File: config.mk
export PLATFORM = sky130hd
export DESIGN_NAME = rv_stage_id
export DESIGN_NICKNAME = d
export VERILOG_FILES = /design/src/rtl/rv_id_pkg.sv /design/src/rtl/rv_stage_id.sv /design/src/rtl/rv_id_ex_reg.sv /design/src/rtl/rv_branch_pred.sv /design/src/rtl/rv_operand_fwd.sv /design/src/rtl/rv_regfile.sv /design/src/rtl/rv_decoder.sv
export SDC_FILE = /design/constraint.sdc
export NUM_CORES = 2
export LEC_CHECK = 0
export BUFFER_PORTS_ARGS = -buffer_cell sky130_fd_sc_hd__buf_2
export CAP_MARGIN = 30
export CORE_AREA = 2 2 315 317
export CTS_BUF_LIST = sky130_fd_sc_hd__clkbuf_16
export CTS_CLUSTER_SIZE = 10
export DETAILED_ROUTE_END_ITERATION = 10
export DIE_AREA = 0 0 317 319
export PLACE_DENSITY = 0.84
export SLEW_MARGIN = 20
export SYNTH_ARGS = -nofsm -noshare
export SYNTH_HDL_FRONTEND = slang
export SYNTH_SLANG_ARGS = --single-unit
File: constraint.sdc
create_clock -name clk -period 12.95 [get_ports clk]
set_clock_uncertainty 0.1 [all_clocks]
set_input_delay 3.885 -clock clk [delete_from_list [all_inputs] [get_ports clk]]
set_output_delay 3.885 -clock clk [all_outputs]
set_load 0.05 [all_outputs]
File: src/rtl/rv_id_pkg.sv
package rv_id_pkg;

  // ======================================================================
  // Widths and basic types
  // ======================================================================

  localparam int XLEN = 32;

  typedef logic [XLEN-1:0] word_t;
  typedef logic [31:0]     instr_t;
  typedef logic [4:0]      reg_addr_t;
  typedef logic [2:0]      funct3_t;
  typedef logic [6:0]      funct7_t;

  // ADDI x0, x0, 0
  localparam instr_t I_NOP = 32'h0000_0013;

  localparam logic [6:0] OPC_LUI    = 7'b0110111;
  localparam logic [6:0] OPC_AUIPC  = 7'b0010111;
  localparam logic [6:0] OPC_JAL    = 7'b1101111;
  localparam logic [6:0] OPC_JALR   = 7'b1100111;
  localparam logic [6:0] OPC_BRANCH = 7'b1100011;
  localparam logic [6:0] OPC_LOAD   = 7'b0000011;
  localparam logic [6:0] OPC_STORE  = 7'b0100011;
  localparam logic [6:0] OPC_OP_IMM = 7'b0010011;
  localparam logic [6:0] OPC_OP     = 7'b0110011;
  localparam logic [6:0] OPC_SYSTEM = 7'b1110011;

  // ======================================================================
  // Decoder field encodings
  // ======================================================================

  typedef enum logic [2:0] {IMM_I, IMM_S, IMM_B, IMM_U, IMM_J} imm_type_e;
  typedef enum logic [1:0] {ALU_A_RS1, ALU_A_ZERO, ALU_A_PC} alu_a_src_e;
  typedef enum logic {ALU_B_RS2, ALU_B_IMM} alu_b_src_e;
  // FUNCT lets EX pick the operation from funct3/funct7
  typedef enum logic [1:0] {ALU_OP_ADD, ALU_OP_SUB, ALU_OP_FUNCT} alu_op_e;
  typedef enum logic [2:0] {RES_ALU, RES_LOAD, RES_PC4, RES_IMM} res_src_e;
  typedef enum logic [1:0] {TRAP_NONE, TRAP_INSTR_INVALID} trap_code_e;
  typedef enum logic [1:0] {PC_SEL_SEQ, PC_SEL_PRED} pc_sel_e;

  // ======================================================================
  // Stage bundles
  // ======================================================================

  // Fields cleared by flush and bubble
  typedef struct packed {
    logic valid;
    logic reg_write;
    logic mem_read;
    logic mem_write;
    logic is_branch;
    logic is_jmp;
    logic is_jal;
    logic is_jalr;
    logic trap;
    logic bpred_taken;
  } id_ctrl_t;

  typedef struct packed {
    alu_a_src_e alu_a_src;
    alu_b_src_e alu_b_src;
    alu_op_e    alu_op;
    res_src_e   res_src;
    logic       jb_tgt_src;
    logic       is_ebreak;
    trap_code_e trap_code;
    reg_addr_t  rd;
    reg_addr_t  rs1;
    reg_addr_t  rs2;
    funct3_t    funct3;
    funct7_t    funct7;
    word_t      imm;
    word_t      pc;
    word_t      pc_plus4;
    word_t      rs1_data;
    word_t      rs2_data;
    word_t      pred_tgt;
    instr_t     instr;
  } id_data_t;

  typedef struct packed {
    logic      reg_write;
    reg_addr_t rd;
    res_src_e  res_src;
    word_t     result;
    word_t     ld_data;
  } mem_fwd_t;

  typedef struct packed {
    logic      reg_write;
    reg_addr_t rd;
    word_t     data;
  } wb_write_t;

  typedef struct packed {
    logic   valid;
    instr_t instr;
    word_t  pc;
    word_t  pc_plus4;
  } if_id_t;

endpackage
File: src/rtl/rv_stage_id.sv
`timescale 1ns/1ps

module rv_stage_id (
  input  logic                 clk,
  input  logic                 reset_i,

  // Fetch and write-back
  input  rv_id_pkg::if_id_t    if_id_i,
  input  rv_id_pkg::wb_write_t wb_i,
  input  logic                 dmem_stall_i,
  input  rv_id_pkg::mem_fwd_t  mem_fwd_i,

  // Hazard unit
  input  logic                 stall_i,
  input  logic                 flush_i,
  input  logic                 bubble_i,

  output rv_id_pkg::id_ctrl_t  ex_ctrl_o,
  output rv_id_pkg::id_data_t  ex_data_o,
  output rv_id_pkg::reg_addr_t rs1_o,
  output rv_id_pkg::reg_addr_t rs2_o,
  output logic                 rs1_used_o,
  output logic                 rs2_used_o,
  output rv_id_pkg::pc_sel_e   pc_sel_o,
  output rv_id_pkg::word_t     pred_tgt_o
);

  rv_id_pkg::id_ctrl_t dec_ctrl;
  rv_id_pkg::id_data_t dec_data;
  rv_id_pkg::id_ctrl_t id_ctrl;
  rv_id_pkg::id_data_t id_data;
  rv_id_pkg::word_t    rf_rs1_data;
  rv_id_pkg::word_t    rf_rs2_data;
  rv_id_pkg::word_t    fwd_rs1_data;
  rv_id_pkg::word_t    fwd_rs2_data;
  rv_id_pkg::word_t    pred_tgt;
  logic                pred_taken;

  assign rs1_o      = dec_data.rs1;
  assign rs2_o      = dec_data.rs2;
  assign pred_tgt_o = pred_tgt;

  rv_decoder u_decoder (
    .instr_i    (if_id_i.instr),
    .ctrl_o     (dec_ctrl),
    .data_o     (dec_data),
    .rs1_used_o (rs1_used_o),
    .rs2_used_o (rs2_used_o)
  );

  rv_regfile u_regfile (
    .clk          (clk),
    .rs1_i        (dec_data.rs1),
    .rs2_i        (dec_data.rs2),
    .rs1_data_o   (rf_rs1_data),
    .rs2_data_o   (rf_rs2_data),
    .wb_i         (wb_i),
    .dmem_stall_i (dmem_stall_i)
  );

  rv_operand_fwd u_operand_fwd (
    .rs1_i      (dec_data.rs1),
    .rs2_i      (dec_data.rs2),
    .rs1_data_i (rf_rs1_data),
    .rs2_data_i (rf_rs2_data),
    .mem_fwd_i  (mem_fwd_i),
    .rs1_data_o (fwd_rs1_data),
    .rs2_data_o (fwd_rs2_data)
  );

  // An empty fetch slot must not redirect fetch
  rv_branch_pred u_branch_pred (
    .pc_i         (if_id_i.pc),
    .imm_i        (dec_data.imm),
    .is_branch_i  (dec_ctrl.is_branch && if_id_i.valid),
    .is_jal_i     (dec_ctrl.is_jal && if_id_i.valid),
    .pc_sel_o     (pc_sel_o),
    .pred_tgt_o   (pred_tgt),
    .pred_taken_o (pred_taken)
  );

  // ======================================================================
  // ID/EX bundle
  // ======================================================================

  always_comb begin
    id_ctrl             = dec_ctrl;
    id_ctrl.valid       = if_id_i.valid;
    id_ctrl.bpred_taken = pred_taken;

    id_data          = dec_data;
    id_data.pc       = if_id_i.pc;
    id_data.pc_plus4 = if_id_i.pc_plus4;
    id_data.rs1_data = fwd_rs1_data;
    id_data.rs2_data = fwd_rs2_data;
    id_data.pred_tgt = pred_tgt;
    id_data.instr    = if_id_i.instr;
  end

  rv_id_ex_reg u_id_ex_reg (
    .clk      (clk),
    .reset_i  (reset_i),
    .stall_i  (stall_i),
    .flush_i  (flush_i),
    .bubble_i (bubble_i),
    .ctrl_i   (id_ctrl),
    .data_i   (id_data),
    .ctrl_o   (ex_ctrl_o),
    .data_o   (ex_data_o)
  );

endmodule

File: src/rtl/rv_id_ex_reg.sv
`timescale 1ns/1ps

module rv_id_ex_reg (
  input  logic                clk,
  input  logic                reset_i,
  input  logic                stall_i,
  input  logic                flush_i,
  input  logic                bubble_i,
  input  rv_id_pkg::id_ctrl_t ctrl_i,
  input  rv_id_pkg::id_data_t data_i,
  output rv_id_pkg::id_ctrl_t ctrl_o,
  output rv_id_pkg::id_data_t data_o
);

  rv_id_pkg::id_ctrl_t ctrl_q;
  rv_id_pkg::id_data_t data_q;

  // ======================================================================
  // Control half
  // ======================================================================

  // Flush wins over stall, stall wins over bubble
  always_ff @(posedge clk) begin
    if (reset_i || flush_i) begin
      ctrl_q <= '0;
    end else if (!stall_i) begin
      if (bubble_i) begin
        ctrl_q <= '0;
      end else begin
        ctrl_q <= ctrl_i;
      end
    end
  end

  // ======================================================================
  // Datapath half
  // ======================================================================

  // A bubble still loads the datapath, it is ignored behind valid 0
  always_ff @(posedge clk) begin
    if (!stall_i) begin
      data_q <= data_i;
      if (bubble_i) begin
        data_q.instr <= rv_id_pkg::I_NOP;
      end
    end
  end

  assign ctrl_o = ctrl_q;
  assign data_o = data_q;

  // EX may rely on a held instruction staying put across a stall
  a_stall_holds_ctrl: assert property (@(posedge clk) disable iff (reset_i)
    (ctrl_o.valid && stall_i && !flush_i) |=> (ctrl_o == $past(ctrl_o)));

  // Nothing leaves the stage as valid straight out of reset
  a_reset_clears_ctrl: assert property (@(posedge clk)
    reset_i |=> (ctrl_o == '0));

endmodule

File: src/rtl/rv_branch_pred.sv
`timescale 1ns/1ps

module rv_branch_pred (
  input  rv_id_pkg::word_t   pc_i,
  input  rv_id_pkg::word_t   imm_i,
  input  logic               is_branch_i,
  input  logic               is_jal_i,
  output rv_id_pkg::pc_sel_e pc_sel_o,
  output rv_id_pkg::word_t   pred_tgt_o,
  output logic               pred_taken_o
);

  logic taken;

  // Backward taken, forward not taken; JAL always redirects
  assign taken = is_jal_i || (is_branch_i && imm_i[rv_id_pkg::XLEN-1]);

  // JALR depends on rs1 and is left to EX
  assign pred_tgt_o   = pc_i + imm_i;
  assign pred_taken_o = taken;

  always_comb begin
    if (taken) begin
      pc_sel_o = rv_id_pkg::PC_SEL_PRED;
    end else begin
      pc_sel_o = rv_id_pkg::PC_SEL_SEQ;
    end
  end

endmodule

File: src/rtl/rv_operand_fwd.sv
`timescale 1ns/1ps

module rv_operand_fwd (
  input  rv_id_pkg::reg_addr_t rs1_i,
  input  rv_id_pkg::reg_addr_t rs2_i,
  input  rv_id_pkg::word_t     rs1_data_i,
  input  rv_id_pkg::word_t     rs2_data_i,
  input  rv_id_pkg::mem_fwd_t  mem_fwd_i,
  output rv_id_pkg::word_t     rs1_data_o,
  output rv_id_pkg::word_t     rs2_data_o
);

  rv_id_pkg::word_t mem_val;
  logic             mem_writes;
  logic             hit_rs1;
  logic             hit_rs2;

  // Loads return their data late, so pick ld_data instead of the ALU result
  assign mem_val = (mem_fwd_i.res_src == rv_id_pkg::RES_LOAD) ?
                   mem_fwd_i.ld_data : mem_fwd_i.result;

  // Writes to x0 are never forwarded
  assign mem_writes = mem_fwd_i.reg_write && (mem_fwd_i.rd != '0);

  assign hit_rs1 = mem_writes && (mem_fwd_i.rd == rs1_i);
  assign hit_rs2 = mem_writes && (mem_fwd_i.rd == rs2_i);

  // WB results already come through the register file bypass
  assign rs1_data_o = hit_rs1 ? mem_val : rs1_data_i;
  assign rs2_data_o = hit_rs2 ? mem_val : rs2_data_i;

endmodule

File: src/rtl/rv_regfile.sv
`timescale 1ns/1ps

module rv_regfile (
  input  logic                 clk,
  input  rv_id_pkg::reg_addr_t rs1_i,
  input  rv_id_pkg::reg_addr_t rs2_i,
  output rv_id_pkg::word_t     rs1_data_o,
  output rv_id_pkg::word_t     rs2_data_o,
  input  rv_id_pkg::wb_write_t wb_i,
  input  logic                 dmem_stall_i
);

  // x0 has no storage
  rv_id_pkg::word_t regs [1:31];
  logic             wr_en;

  assign wr_en = wb_i.reg_write && !dmem_stall_i && (wb_i.rd != '0);

  always_ff @(posedge clk) begin
    if (wr_en) begin
      regs[wb_i.rd] <= wb_i.data;
    end
  end

  // Write-through, a write in this cycle is already visible
  function automatic rv_id_pkg::word_t read_port(rv_id_pkg::reg_addr_t addr);
    if (addr == '0) begin
      return '0;
    end else if (wr_en && (addr == wb_i.rd)) begin
      return wb_i.data;
    end
    return regs[addr];
  endfunction

  always_comb begin
    rs1_data_o = read_port(rs1_i);
    rs2_data_o = read_port(rs2_i);
  end

  a_x0_reads_zero: assert property (@(posedge clk)
    ((rs1_i != '0) || (rs1_data_o == '0)) && ((rs2_i != '0) || (rs2_data_o == '0)));

endmodule

File: src/rtl/rv_decoder.sv
`timescale 1ns/1ps

module rv_decoder (
  input  rv_id_pkg::instr_t   instr_i,
  output rv_id_pkg::id_ctrl_t ctrl_o,
  output rv_id_pkg::id_data_t data_o,
  output logic                rs1_used_o,
  output logic                rs2_used_o
);

  logic [6:0]           opcode;
  rv_id_pkg::funct3_t   funct3;
  rv_id_pkg::funct7_t   funct7;
  rv_id_pkg::imm_type_e imm_type;
  logic                 invalid;
  rv_id_pkg::word_t     imm_i;
  rv_id_pkg::word_t     imm_s;
  rv_id_pkg::word_t     imm_b;
  rv_id_pkg::word_t     imm_u;
  rv_id_pkg::word_t     imm_j;

  assign opcode = instr_i[6:0];
  assign funct3 = instr_i[14:12];
  assign funct7 = instr_i[31:25];

  // Sign-extended immediates for every format
  assign imm_i = {{20{instr_i[31]}}, instr_i[31:20]};
  assign imm_s = {{20{instr_i[31]}}, instr_i[31:25], instr_i[11:7]};
  assign imm_b = {{19{instr_i[31]}}, instr_i[31], instr_i[7], instr_i[30:25],
                  instr_i[11:8], 1'b0};
  assign imm_u = {instr_i[31:12], 12'b0};
  assign imm_j = {{11{instr_i[31]}}, instr_i[31], instr_i[19:12], instr_i[20],
                  instr_i[30:21], 1'b0};

  // ======================================================================
  // Control decode
  // ======================================================================

  always_comb begin
    ctrl_o     = '0;
    data_o     = '0;
    rs1_used_o = 1'b0;
    rs2_used_o = 1'b0;
    invalid    = 1'b0;
    imm_type   = rv_id_pkg::IMM_I;

    // Most formats add rs1 and an immediate
    data_o.alu_b_src = rv_id_pkg::ALU_B_IMM;

    case (opcode)
      rv_id_pkg::OPC_LUI: begin
        ctrl_o.reg_write = 1'b1;
        data_o.alu_a_src = rv_id_pkg::ALU_A_ZERO;
        data_o.res_src   = rv_id_pkg::RES_IMM;
        imm_type         = rv_id_pkg::IMM_U;
      end
      rv_id_pkg::OPC_AUIPC: begin
        ctrl_o.reg_write = 1'b1;
        data_o.alu_a_src = rv_id_pkg::ALU_A_PC;
        imm_type         = rv_id_pkg::IMM_U;
      end
      rv_id_pkg::OPC_JAL: begin
        ctrl_o.reg_write = 1'b1;
        ctrl_o.is_jmp    = 1'b1;
        ctrl_o.is_jal    = 1'b1;
        data_o.alu_a_src = rv_id_pkg::ALU_A_PC;
        data_o.res_src   = rv_id_pkg::RES_PC4;
        imm_type         = rv_id_pkg::IMM_J;
      end
      rv_id_pkg::OPC_JALR: begin
        ctrl_o.reg_write  = 1'b1;
        ctrl_o.is_jmp     = 1'b1;
        ctrl_o.is_jalr    = 1'b1;
        data_o.res_src    = rv_id_pkg::RES_PC4;
        // Target base is rs1 instead of pc
        data_o.jb_tgt_src = 1'b1;
        rs1_used_o        = 1'b1;
        invalid           = (funct3 != 3'b000);
      end
      rv_id_pkg::OPC_BRANCH: begin
        ctrl_o.is_branch = 1'b1;
        data_o.alu_b_src = rv_id_pkg::ALU_B_RS2;
        data_o.alu_op    = rv_id_pkg::ALU_OP_SUB;
        imm_type         = rv_id_pkg::IMM_B;
        rs1_used_o       = 1'b1;
        rs2_used_o       = 1'b1;
        invalid          = (funct3[2:1] == 2'b01);
      end
      rv_id_pkg::OPC_LOAD: begin
        ctrl_o.reg_write = 1'b1;
        ctrl_o.mem_read  = 1'b1;
        data_o.res_src   = rv_id_pkg::RES_LOAD;
        rs1_used_o       = 1'b1;
        invalid          = (funct3 == 3'b011) || (funct3[2:1] == 2'b11);
      end
      rv_id_pkg::OPC_STORE: begin
        ctrl_o.mem_write = 1'b1;
        imm_type         = rv_id_pkg::IMM_S;
        rs1_used_o       = 1'b1;
        rs2_used_o       = 1'b1;
        invalid          = (funct3 > 3'b010);
      end
      rv_id_pkg::OPC_OP_IMM: begin
        ctrl_o.reg_write = 1'b1;
        data_o.alu_op    = rv_id_pkg::ALU_OP_FUNCT;
        rs1_used_o       = 1'b1;
        // Shift amounts leave only funct7 of 0 or SRAI
        invalid = ((funct3 == 3'b001) && (funct7 != 7'b0000000)) ||
                  ((funct3 == 3'b101) && (funct7 != 7'b0000000) &&
                   (funct7 != 7'b0100000));
      end
      rv_id_pkg::OPC_OP: begin
        ctrl_o.reg_write = 1'b1;
        data_o.alu_b_src = rv_id_pkg::ALU_B_RS2;
        data_o.alu_op    = rv_id_pkg::ALU_OP_FUNCT;
        rs1_used_o       = 1'b1;
        rs2_used_o       = 1'b1;
        invalid = !((funct7 == 7'b0000000) ||
                    ((funct7 == 7'b0100000) &&
                     ((funct3 == 3'b000) || (funct3 == 3'b101))));
      end
      rv_id_pkg::OPC_SYSTEM: begin
        // EBREAK is the only SYSTEM encoding handled here
        if (instr_i == 32'h0010_0073) begin
          data_o.is_ebreak = 1'b1;
        end else begin
          invalid = 1'b1;
        end
      end
      default: invalid = 1'b1;
    endcase

    // An illegal instruction has no side effects besides the trap
    if (invalid) begin
      ctrl_o           = '0;
      ctrl_o.trap      = 1'b1;
      data_o.trap_code = rv_id_pkg::TRAP_INSTR_INVALID;
    end

    data_o.rd     = instr_i[11:7];
    data_o.rs1    = instr_i[19:15];
    data_o.rs2    = instr_i[24:20];
    data_o.funct3 = funct3;
    data_o.funct7 = funct7;

    case (imm_type)
      rv_id_pkg::IMM_S: data_o.imm = imm_s;
      rv_id_pkg::IMM_B: data_o.imm = imm_b;
      rv_id_pkg::IMM_U: data_o.imm = imm_u;
      rv_id_pkg::IMM_J: data_o.imm = imm_j;
      default:          data_o.imm = imm_i;
    endcase
  end

endmodule

==> results.txt <==
Startpoint types = input pin
Port bufs = 527
Synthesis-stage register bit count = 1260
Clock Path Buffers = 3
HP Class = reg -> reg
Syn Inst Count = 3151
Initial Utilization = 0.598
Setup tns final = 0 ns
EDFF count, synth = 1250
Worst path buffer plus inverter count = 2
Final layout net count = 3916
Register area = 37700 um2
Final WL = 187000 um
Largest family of logic cells by synthesized area = multiplexers
Setup Viol. Count Final = 0
Clock Root Buffer = clkbuf_16
Pin count of the biggest net entering global routing = 167
Leak pwr = 0.0227 uW
Hold_buf cts = 0
Library cells used by synthesis = 79
# DRC = 0
Worst setup EP type = output port
Reg-to-reg critical path startpoint = u_regfile.regs[23][3]
Die height = 319 um
Post-synthesis sequential area ratio = 0.646
Clock transition at path regs = 0.05 ns
IR drop worst, VDD = 0.0000965 V
Crit path kind = in -> out
Total global-route track usage = 0.370
Async S/R FF share, synth = 0
Hold Fails Final Rpt = 0
Fillcell total = 5937
Min-delay src = u_id_ex_reg.ctrl_o[6]
1st-iter DRT viols = 6180
Largest delay contributor family on the critical path = compound AO/OA/AOI/OAI gates
WL per Instance = 37.5 um
CTS resizes = 0
Die width = 317 um
Number of post-CTS setup repair buffers = 0
CORE AREA = 97700 um2
Clock Latency Late Sink = 0.76 ns
Post-Synth Simple-Gate Area = 0.0365
Mux cell area share after synthesis = 0.235
Worst Setup SP = if_id_i[66]
Syn-to-layout area delta = 13.8%
Xor/xnor share of the synthesized area = 0.00720
Max incr delay on CP = 0.69 ns
Worst slew margin = 0.245
Post-Synth Adder-Cell Area = 0.00699
Post-DP HPWL = 107000 um
Ports = 531
Comb pwr share = 0.137
CP arrival = 8.17 ns
Internal = 7040 uW
Worst-Margin Slew = 1.13 ns
Maxcap violations = 0
Congestion Overflow GR = 0
Area of the multi-input gates = 19700 um2
Layout Cells excl Fill = 4996
Mapped Area = 58400 um2
DR WL met3 = 27800 um
RSZ-0062 raised after global routing = false
Pre-Repair DR Iteration Count = 6
Final ANT Viol Nets = 0
First-pass GRT wire length = 262000 um
Final cycle utilization of the critical path = 0.939
Critical Path RT = 8.96 ns
Tmin final = 12.15 ns
Routability Congestion = 0.902
Cells along the critical path = buf_2 > nand4bb_1 > nor2_1 > nor2_1 > a22o_1 > ha_1 > a21o_1 > a31o_2 > o2111ai_1 > a211oi_1 > a21boi_0 > o21ai_0 > xor2_1 > buf_2
Post-synthesis compound-gate area fraction = 0.0476
Metal2 WL = 88300 um
Clock Sink Count = 1260
Outcome = completed
Top sig layer = met5
Row count = 115
Register share of total power = 0.487
Htree depth = 4
Critical Path Fanout Max = 8
Net Sw Power = 2510 uW
Share of cells above drive strength 1 = 0.376
Placed Cells = 4809
DR vias = 37400
Clk pwr share = 0.375
Initial antenna violation count = 13
Die Area = 101000 um2
CTS tree = done
Vias in the first global route = 37500
Via-to-Cell Ratio = 7.49
Top FF cell, synth = edfxtp_1
Fmax = 82.3 MHz
Syn avg cell area = 18.5 um2
Final Slew Violations = 0
YS warnings = 0
Inserted Clock Buffers = 145
Switching share of total power = 0.263
Critical-path top delay cell = a211oi_1
Metal1 wirelength = 57300 um
Power per cell area = 144 nW/um2
-- cells by family (layout without fill, tap and decap cells) --
group,count (synthesis),in the layout
DFF,1260,1260
muxes,727,727
AOI/OAI and AO/OA,417,417
and+or+nand+nor,417,417
buffers and inverters,249,796
xor gates and xnor gates,48,48
adders and majority gates,32,32
other,1,12
-- synthesized netlist by cell type, drive strengths merged, types with 5 or more instances --
cell,instances,area (um2)
a31oi,14,87.6
nand2,88,333
nor3b,7,52.6
nand2b,17,106
a221oi,28,258
a211o,20,175
edfxtp,1250,37500
o21ai,81,405
nor2,128,480
a21oi,104,521
and3,5,31.3
o211ai,16,120
xnor2,27,236
buf,131,762
nor2b,78,488
mux2,51,574
ha,31,388
a21o,41,308
or2,7,43.8
dfxtp,10,200
nor4,8,71.3
o31ai,11,87.6
o2111ai,7,61.3
inv,14,52.6
nand3,23,115
mux2i,168,1680
nand3b,9,80.1
clkbuf,104,390
a211oi,29,218
a22oi,10,75.1
nor3,22,115
o22ai,28,175
mux4,508,11400
xor2,21,184
-- state kept, by name, summed over array words and instances, names as in the netlist --
name	cells
u_id_ex_reg.ctrl_o	10
u_id_ex_reg.data_o	258
u_regfile.regs	992
-- worst min-delay path: cells and delay by family, from the launching register on --
family	cells	cell delay [ns]
flops	1	0.31
simple gates	1	0.05
compound gates	1	0.05
-- worst paths after layout --
check	cells after the start	slack, ns	endpoint
worst max-delay path	14	0.80	pred_tgt_o[23]
worst min-delay path	2	0.36	u_id_ex_reg.ctrl_o[6]
worst max register to register	7	10.13	u_id_ex_reg.data_o[99]
worst min register to register	2	0.36	u_id_ex_reg.ctrl_o[6]
-- layout by cell type, fill, tap and decap left out, types with 14 or more instances in the layout --
cell type | netlist | layout
a211o_1 | 20 | 20
a211oi_1 | 29 | 29
a21o_1 | 41 | 41
a21oi_1 | 104 | 104
a221oi_1 | 26 | 26
a31oi_1 | 14 | 14
buf_2 | 72 | 517
buf_4 | 32 | 78
clkbuf_16 | 0 | 149
edfxtp_1 | 1250 | 1250
ha_1 | 31 | 31
inv_1 | 14 | 26
mux2_2 | 51 | 51
mux2i_1 | 168 | 168
mux4_2 | 508 | 508
nand2_1 | 87 | 87
nand2b_1 | 17 | 16
nand3_1 | 23 | 22
nor2_1 | 128 | 96
nor2_4 | 0 | 32
nor2b_1 | 78 | 77
nor3_1 | 21 | 20
o211ai_1 | 16 | 16
o21ai_0 | 65 | 63
o21ai_1 | 16 | 18
o22ai_1 | 28 | 28
xnor2_1 | 27 | 27
xor2_1 | 21 | 21
-- area by class of cell --
type / count / share of cell area
Antenna cell: 9 / 0.000339
Clock buffer: 149 / 0.0561
Clock inverter: 28 / 0.00318
Inverter: 14 / 0.000904
Multi-Input combinational cell: 1644 / 0.297
Sequential cell: 1260 / 0.568
Tap cell: 1287 / 0.0242
Timing Repair Buffer: 605 / 0.0503
-- per-layer routing --
metal  global-route usage  vias up
li1                     -    14200
met1                0.456    18500
met2                0.574     3819
met3                0.118      872
met4                0.228        8
met5                    0        -
-- power by group through the flow --
stage | Sequential (uW) | Clock [uW] | Combinational [uW]
after floorplan | 5010 | 0 | 602
after global placement | 4730 | 0 | 1270
after detailed placement | 4730 | 0 | 1280
after CTS | 4650 | 3590 | 1290
after global routing | 4660 | 3740 | 1360
final | 4650 | 3580 | 1310
-- metrics by stage --
| stage | hold WS (ns) | instance area [um2] | total power, uW | setup WS, ns | util |
|---|---|---|---|---|---|
| finish | 0.359 | 66400 | 9550 | 0.796 | 0.680 |
| global route | 0.383 | 66400 | 9750 | 0.491 | 0.680 |
| CTS | 0.356 | 66400 | 9540 | 0.799 | 0.680 |
| detailed placement | 0.349 | 62500 | 6010 | 0.810 | 0.639 |
| global placement | 0.350 | 62500 | 5990 | 0.821 | 0.639 |
| floorplan | 0.559 | 58400 | 5610 | 0.947 | - |
(Power assumes the default switching activity.)
